==> src/rtl/hbm_fifo.sv <==
`default_nettype none

module hbm_fifo #(
    parameter type payload_t = logic,   // item carried by this queue
    parameter int  DEPTH     = 4        // any depth of 2 or more
) (
    input  logic     clk,
    input  logic     rst_n,
    input  logic     push,
    input  payload_t push_item,
    input  logic     pop,
    output logic     full,
    output logic     empty,
    output payload_t head               // oldest item, valid while not empty
);

    localparam int PTR_W = $clog2(DEPTH);
    localparam int CNT_W = $clog2(DEPTH + 1);
    localparam logic [PTR_W-1:0] LAST = PTR_W'(DEPTH - 1);   // wrap point

    payload_t           mem [DEPTH];    // storage
    logic [PTR_W-1:0]   wr_ptr;
    logic [PTR_W-1:0]   rd_ptr;
    logic [CNT_W-1:0]   count;          // occupancy
    logic               do_push;
    logic               do_pop;

    assign full    = count == CNT_W'(DEPTH);
    assign empty   = count == '0;
    assign do_push = push & ~full;      // push into a full fifo is dropped
    assign do_pop  = pop & ~empty;      // pop of an empty fifo does nothing
    assign head    = mem[rd_ptr];

    always_ff @(posedge clk or negedge rst_n) begin
        if (!rst_n) begin
            wr_ptr <= '0;
            rd_ptr <= '0;
            count  <= '0;
        end else begin
            if (do_push) begin
                wr_ptr <= (wr_ptr == LAST) ? '0 : wr_ptr + 1'b1;  // depth need not be 2^n
            end
            if (do_pop) begin
                rd_ptr <= (rd_ptr == LAST) ? '0 : rd_ptr + 1'b1;
            end
            case ({do_push, do_pop})
                2'b10:   count <= count + 1'b1;
                2'b01:   count <= count - 1'b1;
                default: count <= count;        // level unchanged on both or neither
            endcase
        end
    end

    always_ff @(posedge clk) begin
        if (do_push) begin
            mem[wr_ptr] <= push_item;
        end
    end

endmodule

`default_nettype wire

==> config.mk <==
export PLATFORM = sky130hd
export DESIGN_NAME = hbm_fifo
export DESIGN_NICKNAME = d
export VERILOG_FILES = /design/src/rtl/hbm_fifo.sv
export SDC_FILE = /design/constraint.sdc
export NUM_CORES = 1
export LEC_CHECK = 0
export ABC_AREA = 1
export BUFFER_PORTS_ARGS = -buffer_cell sky130_fd_sc_hd__buf_2
export CORE_AREA = 3 3 40 42
export DETAILED_ROUTE_END_ITERATION = 16
export DIE_AREA = 0 0 43 45
export PLACE_DENSITY = 0.69
export RECOVER_POWER = 50
export SYNTH_ARGS = -nofsm -noshare
export SYNTH_HDL_FRONTEND = slang
export SYNTH_SLANG_ARGS = --single-unit
==> constraint.sdc <==
create_clock -name clk -period 4.8 [get_ports clk]
set_clock_uncertainty 0.15 [all_clocks]
set_input_delay 0.96 -clock clk [delete_from_list [all_inputs] [get_ports clk]]
set_output_delay 0.96 -clock clk [all_outputs]
set_load 0.01 [all_outputs]
### Yosys cells after proc, flatten, opt, wreduce, memory -nomap -nowiden

Memories as Yosys holds them, arrays and structs flattened.
Cells that the tools add are included.

* register bits: 7
* bits in writable memories: 4
* input port bits: 5
* output and inout port bits: 3
* word-level logic and storage cells: 24
* memories kept: 1

Memory list
* mem: depth 4, bits a word 1, rd ports 1, clocked after memory_dff 0, wr ports 1, line 21 `payload_t mem [DEPTH];`

* add/sub/neg operators: 4
* equality and inequality tests: 5
* mux-type cells: 5
* bitwise logic cells: 4
* reduce and logical (&&, ||, !) cells: 2

Operators by type and width (number)
* $eq 2x2->1 const B: 3
* $pmux 3 s2: 1
* $add 2x1->2 const B: 2
* $mux 2: 2
* $add 3x1->3 const B: 1
* $eq 3x3->1 const B: 1
* $logic_not 3->1: 1
* $sub 3x1->3 const B: 1
* $and 1x1->1: 2
* $eq 2x1->1 const B: 1
* $mux 1: 2
* $not 1->1: 2
* $reduce_bool 2->1: 1

### Depth between registers and ports, before layout

Gate-level depths: netlist of the first run.

* word-level depth: 5
* mapped depth: 12

### Least setup slack after synthesis of the first run

No wires, ideal clock.

* path type: input -> register
* from: input pop
* to: register count[2]
* setup time: 0.117 ns
* data arrival time: 1.863 ns
* data required time: 4.533 ns
* setup slack: 2.670 ns
* stages on the path: 9
* path buffers: 0
* cells stage by stage: nand2_2 -> inv_1 -> ha_1 -> inv_1 -> fa_1 -> nand2_1 -> nand3_1 -> nand2_1 -> nand2_1

* longest elaborated chain between the ends: 3

Ends and longest elaborated chain
* start, declared: line 11 `input logic pop,`
* $and 1x1->1 (*): line 31 `assign do_pop = pop & ~empty;`
* via do_pop: line 26 `logic do_pop;`
* $eq 2x1->1 or $eq 2x2->1 (tied branches): line 46 `case ({do_push, do_pop})`
* $pmux 3 s2 or $reduce_bool 2->1 (tied branches)
* end signal, assigned: line 47 `2'b10: count <= count + 1'b1;`
* end signal, assigned: line 48 `2'b01: count <= count - 1'b1;`
* end signal, assigned: line 49 `default: count <= count;`
* end, declared: line 24 `logic [CNT_W-1:0] count;`

Mark *: on every way through the listed nets, which the timed path passes. The rest lies on a longest branch.
A chain may end at the register's enable or synchronous reset.

### Final worst setup path of the first run

* from: register rd_ptr[0]
* to: output head

* longest elaborated chain between the ends: 1

Ends and longest elaborated chain
* start, declared: line 23 `logic [PTR_W-1:0] rd_ptr;`
* start signal, assigned: line 44 `rd_ptr <= (rd_ptr == LAST) ? '0 : rd_ptr + 1'b1;`
* $mem_v2 4x1
* end, declared: line 14 `output payload_t head`

No other way between the ends.

==> run_results.csv, run 1 <==
group,metric,value,unit
placed_design,port-buffer-count,7,
clocking,cts_root_buffer,"clkbuf_4",
layout,antenna_cells,0,
min_path,hold_start,"count[0]",
clocking,cts-resized-gates,0,
synth,async_flop_share,63.6,%
synth,synthTopCellsByArea,"dfrtp_1, edfxtp_1, ha_1",
worst_setup_path,critPathSlowestCell,"dfrtp_1",
grt,grt_pass1_vias,449,
synth,synth-main-ff-cell,"dfrtp_1",
synth,ys_top_cells_by_count,"nand2_1, inv_1, dfrtp_1",
floorplan,io_pins,8,
worst_setup_path,rr_startpoint,"count[2]",
synth,syn-cell-area,646,um2
drt,ant_nets,0,
placed_design,dp_hpwl,743,um
sta,relSlewSlack,74.8,%
worst_setup_path,startpoint_type,"flip-flop",
sta,worstMarginPinSlew,0.379,ns
layout,area_delta_synth_final,11.6,%
floorplan,design.core.area,1280,um2
sta,fmax,434,MHz
grt,grt_max_degree,8,
synth,synth_cell_type_count,19,
synth,avgSynthCellArea,8.97,um2
placed_design,place_inst,94,
worst_setup_path,r2r_slack,2.88,ns
grt,grt_pass1_wl,1.72,mm
drt,wire_per_inst,9.28,um
synth,ys_seq_area_share,45.7,%
floorplan,die_w,43,um
synth,synth_top_area_share,27.1,%
grt,grt_util_all_layers,12.7,%
layout,drive_above_1_share,16.9,%
worst_setup_path,crit_top_cell,"nand2_1",
worst_setup_path,reg2reg_to,"count[2]",
sta,fin_crit_sh,48.0,%
synth,synth_nets,84,
layout,nets,96,
drt,wl,909,um
worst_setup_path,cp_num_buf_inv,1,
min_path,holdPathStages,1,
synth,synth_top_area_cell,"dfrtp_1",
sta,slew_viol_final,0,
clocking,htree_levels,1,
sta,period_minus_slack,2.30,ns
pwr,vdd_ir_drop_max,0.315,mV
synth,synth-edff-count,4,
drt,drt-initial-drc-count,4,
status,status,"finished clean",
clocking,cts_tree,"done",
worst_setup_path,critPathKind,"flip-flop to primary output",
worst_setup_path,cp_slowest_stage_delay,0.44,ns
synth,synth_warnings,0,
clocking,cts_buffers,3,
drt,drc,0,
worst_setup_path,crit_chain,"or2_1, nand2_1, nand2_1, buf_2",
worst_setup_path,required,3.69,ns
synth,syn_inst,72,
clocking,clock_latency,0.27,ns
worst_setup_path,cp.arrival,1.19,ns
flow_run,drv_cap,0,
synth,synth_seq_cells,11,
sta,rsz0062_at_grt,"no",
floorplan,die_h,45,um
worst_setup_path,worstSetupEndpointType,"primary output",
floorplan,rows,13,
sta,hold_viol_final,0,
pwr,powerDensity,600,nW/um2
grt,antenna_found_initial,0,
placed_design,globalplace.congestion,0.722,
pwr,leakage,0.000387,uW
floorplan,die_area,1940,um2
drt,via_per_inst,4.68,
grt,overflow,0,
drt,num_vias,459,
drt,firstDrtPassIters,4,
min_path,hold_path_class,"flip-flop to flip-flop",
min_path,hold_end,"count[0]",
worst_setup_path,crit_fanout,7,
worst_setup_path,critPathTopFamily,"flip-flops",
floorplan,initial_core_util,50.2,%
clocking,cts_hold_buf,0,
clocking,clk_transition_reported_paths,0.07,ns
sta,finalSetupTns,0,ns
clocking,clockBufferDepth,2,
clocking,cts_setup_buffers,0,
worst_setup_path,r2r_cells,11,
sta,setup_viol,0,
clocking,cts.sink_count,11,
layout,instances_no_fill,98,
synth,yosys.cell_count.top_type,"nand2_1",
==> layer usage <==
layer | track usage, % | vias to the layer above | part of all wire [%]
met1 | 13.7 | 203 | 46
met5 | 0 | - | 0
li1 | - | 243 | -
met4 | 10.8 | 0 | 2.5
met3 | 4.78 | 4 | 5.9
met2 | 19.8 | 9 | 45
==> where the power goes <==
part	switching (uW)	internal [uW]	total, uW
Combinational	116	83.0	199
Sequential	35.6	136	171
Clock	30.1	32.2	62.3
==> per-stage QoR <==
stage,hold slack (ns),cell area [um2],utilization [%],setup WS [ns],total power (uW)
final,0.341,721,56.1,2.50,433
after detailed placement,0.339,699,54.4,2.45,378
after global routing,0.363,721,56.1,2.41,482
after global placement,0.333,699,54.4,2.49,371
after floorplan,0.316,646,-,2.67,327
after CTS,0.348,726,56.5,2.48,442
==> registers in the layout, summed over array words and instances (netlist names) <==
| register | flops |
|---|---|
| mem | 4 |
| count | 3 |
| rd_ptr | 2 |
| wr_ptr | 2 |
==> logic make-up after synthesis <==
kind of cell             Yosys count  synth area share [%]
adder cells (fa/ha/maj)            7                  14.7
AND/OR/NAND/NOR                   33                  25.6
XOR/XNOR                           1                  1.36
buffers and inverters             17                  9.88
AO/OA/AOI/OAI                      3                  2.71
flip-flops                        11                  45.7
==> final cells by class <==
class	instances	area, um2
clock buffers	4	26.3
fillers	130	564
inverters	17	63.8
multi-input cells	44	284
flip-flops and latches	11	295
well taps	15	18.8
repair buffers	7	32.5
==> worst max path at each step <==
stage / to / from / slack, ns / cells past startpoint
3_3_place_gp: count[2] / push / 2.49 / 9
4_1_cts: head / rd_ptr[0] / 2.48 / 4
6_report: head / rd_ptr[0] / 2.50 / 4
3_5_place_dp: count[2] / pop / 2.45 / 10
5_1_grt: head / rd_ptr[0] / 2.41 / 4
2_1_floorplan: count[2] / pop / 2.67 / 9
==> worst register-to-register path: stages, from the launching register on <==
cell	delay, ns
dfrtp_1	0.44
inv_2	0.07
nand3_2	0.10
nand2_1	0.09
inv_1	0.08
ha_1	0.16
inv_1	0.07
fa_1	0.38
nand2_1	0.11
nand3_1	0.08
nand2_1	0.06
nand2_1	0.05
==> cell usage in the layout (no fill, tap or decap), types with 3 or more instances in the layout <==
cell type	Yosys	layout
dfrtp_1	7	7
ha_1	6	6
inv_2	3	3
edfxtp_1	4	4
nand2_1	16	17
clkbuf_4	0	3
nand3_1	5	5
nor2_1	6	6
inv_1	14	14
buf_2	0	5
clkbuf_1	0	3
Note: power is estimated with default switching activity, not from simulation.
==> run 2: changes to the inputs <==
- CORE_AREA: 3 3 40 42 -> not set
- CORE_MARGIN: not set -> 3
- CORE_UTILIZATION: not set -> 48
- DIE_AREA: 0 0 43 45 -> not set
- PLACE_DENSITY: 0.69 -> 0.71
- clock period: 4.8 -> 1.9 ns (I/O delays scaled with it)
==> run 2 against run 1 <==
Effect of this change: register-to-register slack worse by 2.8 ns; non-clock buffer count is 7 higher; count of clock-buffer cells in the layout stayed put; setup slack worse by 2.4 ns; sequential share of layout area is 4.4 points lower; worst hold slack worse by 0.11 ns; wire length is 25% higher.
==> run_results.csv, run 2 (synthesized netlist as in run 1, its figures left out) <==
group,metric,value,unit
drt,num_vias,508,
worst_setup_path,r2r_cells,8,
floorplan,io_pins,8,
flow_run,drv_cap,0,
layout,fin_util,68.4,%
floorplan,die_area,1820,um2
layout,num-fill-cells,88,
clocking,htree_levels,1,
worst_setup_path,worstSetupEndpointType,"flip-flop",
clocking,cts_root_buffer,"clkbuf_4",
worst_setup_path,crit_fanout,4,
sta,relSlewSlack,73.3,%
drt,drc,0,
layout,final_common_cell,"nand2_1",
layout,largest_reg_flops,4,
worst_setup_path,reg2reg_to,"count[1]",
worst_setup_path,r2r_slack,0.09,ns
clocking,clock_latency,0.26,ns
worst_setup_path,rr_startpoint,"count[0]",
pwr,p_seq_share,33.6,%
layout,final_cell_mix,"nand2_1, inv_1",
worst_setup_path,cp.arrival,1.85,ns
pwr,vdd_ir_drop_max,0.989,mV
layout,area_delta_synth_final,25.6,%
grt,antenna_found_initial,0,
worst_setup_path,critPathKind,"flip-flop to flip-flop",
drt,via_per_inst,4.88,
floorplan,initial_core_util,54.4,%
sta,fin_crit_sh,95.0,%
placed_design,dp_hpwl,761,um
grt,grt_pass1_vias,438,
pwr,p_total,1280,uW
min_path,hold_path_class,"input pin to flip-flop",
drt,wire_per_inst,11.0,um
min_path,hold_end,"mem[3]",
pwr,internal-power,743,uW
pwr,swShare,42.2,%
placed_design,globalplace.congestion,0.780,
clocking,clockBufferDepth,2,
grt,grtUsageMet3,2.54,%
drt,drt-initial-drc-count,12,
grt,top_usage_layer,"met2",
sta,fmax,554,MHz
clocking,cts_buffers,3,
min_path,holdPathStages,1,
floorplan,die_h,42.7,um
pwr,leakage,0.000418,uW
pwr,p_clk_share,12.3,%
floorplan,rows,12,
layout,reg_top3,"mem: 4 flops, count: 3 flops",
worst_setup_path,required,1.94,ns
grt,grt_use_met1,16.1,%
min_path,hold_start,"push_item",
worst_setup_path,startpoint_type,"flip-flop",
layout,antenna_cells,0,
sta,period_minus_slack,1.81,ns
layout,largest_register,"mem",
sta,setup_viol,0,
pwr,power_switching,542,uW
layout,drive_above_1_share,33.3,%
clocking,cts_tree,"done",
drt,wl,1.14,mm
drt,firstDrtPassIters,6,
sta,worstMarginPinSlew,0.400,ns
grt,grt_max_degree,8,
grt,overflow,0,
clocking,clk_transition_reported_paths,0.07,ns
drt,ant_nets,0,
sta,rsz0062_at_grt,"yes",
status,status,"finished clean",
pwr,p_comb_share,54.1,%
floorplan,design.core.area,1190,um2
floorplan,die_w,42.7,um
sta,slew_viol_final,0,
grt,grt_pass1_wl,1.77,mm
layout,nets,103,
grt,grt_util_all_layers,12.8,%
placed_design,port-buffer-count,7,
sta,hold_viol_final,0,
pwr,powerDensity,1580,nW/um2
grt,grt_use_met2,21.3,%
clocking,cts.sink_count,11,
run 2: changes by cell type in the layout (fill, tap and decap cells not counted), sizes merged:
cell / before / now
dlygate4sd3: 0 / 1
buf: 5 / 11
run 2: how the worst max path moves through the flow:
stage	endpoint	slack, ns	startpoint	depth (start not counted)
finish	count[1]	0.09	count[0]	8
global route	count[2]	-0.03	count[0]	11
CTS	count[2]	0.005	count[2]	11
floorplan	count[2]	0.14	count[0]	10
global placement	count[2]	0.04	count[0]	10
detailed placement	count[2]	0.003	count[0]	10
run 2: repair_timing:
| item | in CTS | in global routing |
|---|---|---|
| setup endpoints to repair | 1 | 2 |
| pin swaps | 1 | 8 |
| gates resized for setup | 2 | 10 |
| setup buffers | 2 | 4 |
| endpoints found under the hold margin | 7 | 0 |
| hold buffers | 1 | 0 |
run 2: cell type report:
type	instances	area, um2	area share [%]
Clock buffer	4	26.3	3.24
Inverter	17	63.8	7.87
Multi-Input combinational cell	44	319	39.4
Sequential cell	11	297	36.6
Tap cell	14	17.5	2.16
Timing Repair Buffer	14	87.6	10.8
run 2: routing by layer:
| layer | part of all wire, % | wire length [um] |
|---|---|---|
| met1 | 45 | 518 |
| met3 | 3.5 | 40 |
| met5 | 0 | 0 |
| met4 | 0.44 | 5 |
| met2 | 51 | 576 |
run 2: through the flow:
stage	setup WS, ns	instances	TNS (ns)	area (um2)	hold WS (ns)
finish	0.0948	104	0	811	0.234
global route	-0.0320	104	-0.0454	811	0.249
detailed placement	0.00314	93	0	698	0.0761
CTS	0.00483	100	0	759	0.181
global placement	0.0413	93	0	698	0.0720
floorplan	0.141	72	0	646	-0.0656
run 2: critical path, cell delays in order, from the launching register on:
cell	delay (ns)
dfrtp_1	0.40
inv_2	0.12
nand3_4	0.09
nand2_2	0.10
inv_2	0.05
ha_4	0.16
inv_2	0.07
fa_2	0.43
o21ai_1	0.14
run 2: power groups by stage:
stage | combinational (uW) | sequential (uW) | clock, uW
6_report | 695 | 431 | 158
5_1_grt | 795 | 445 | 178
4_1_cts | 573 | 433 | 161
3_5_place_dp | 520 | 437 | 0
3_3_place_gp | 505 | 431 | 0
2_1_floorplan | 409 | 418 | 0
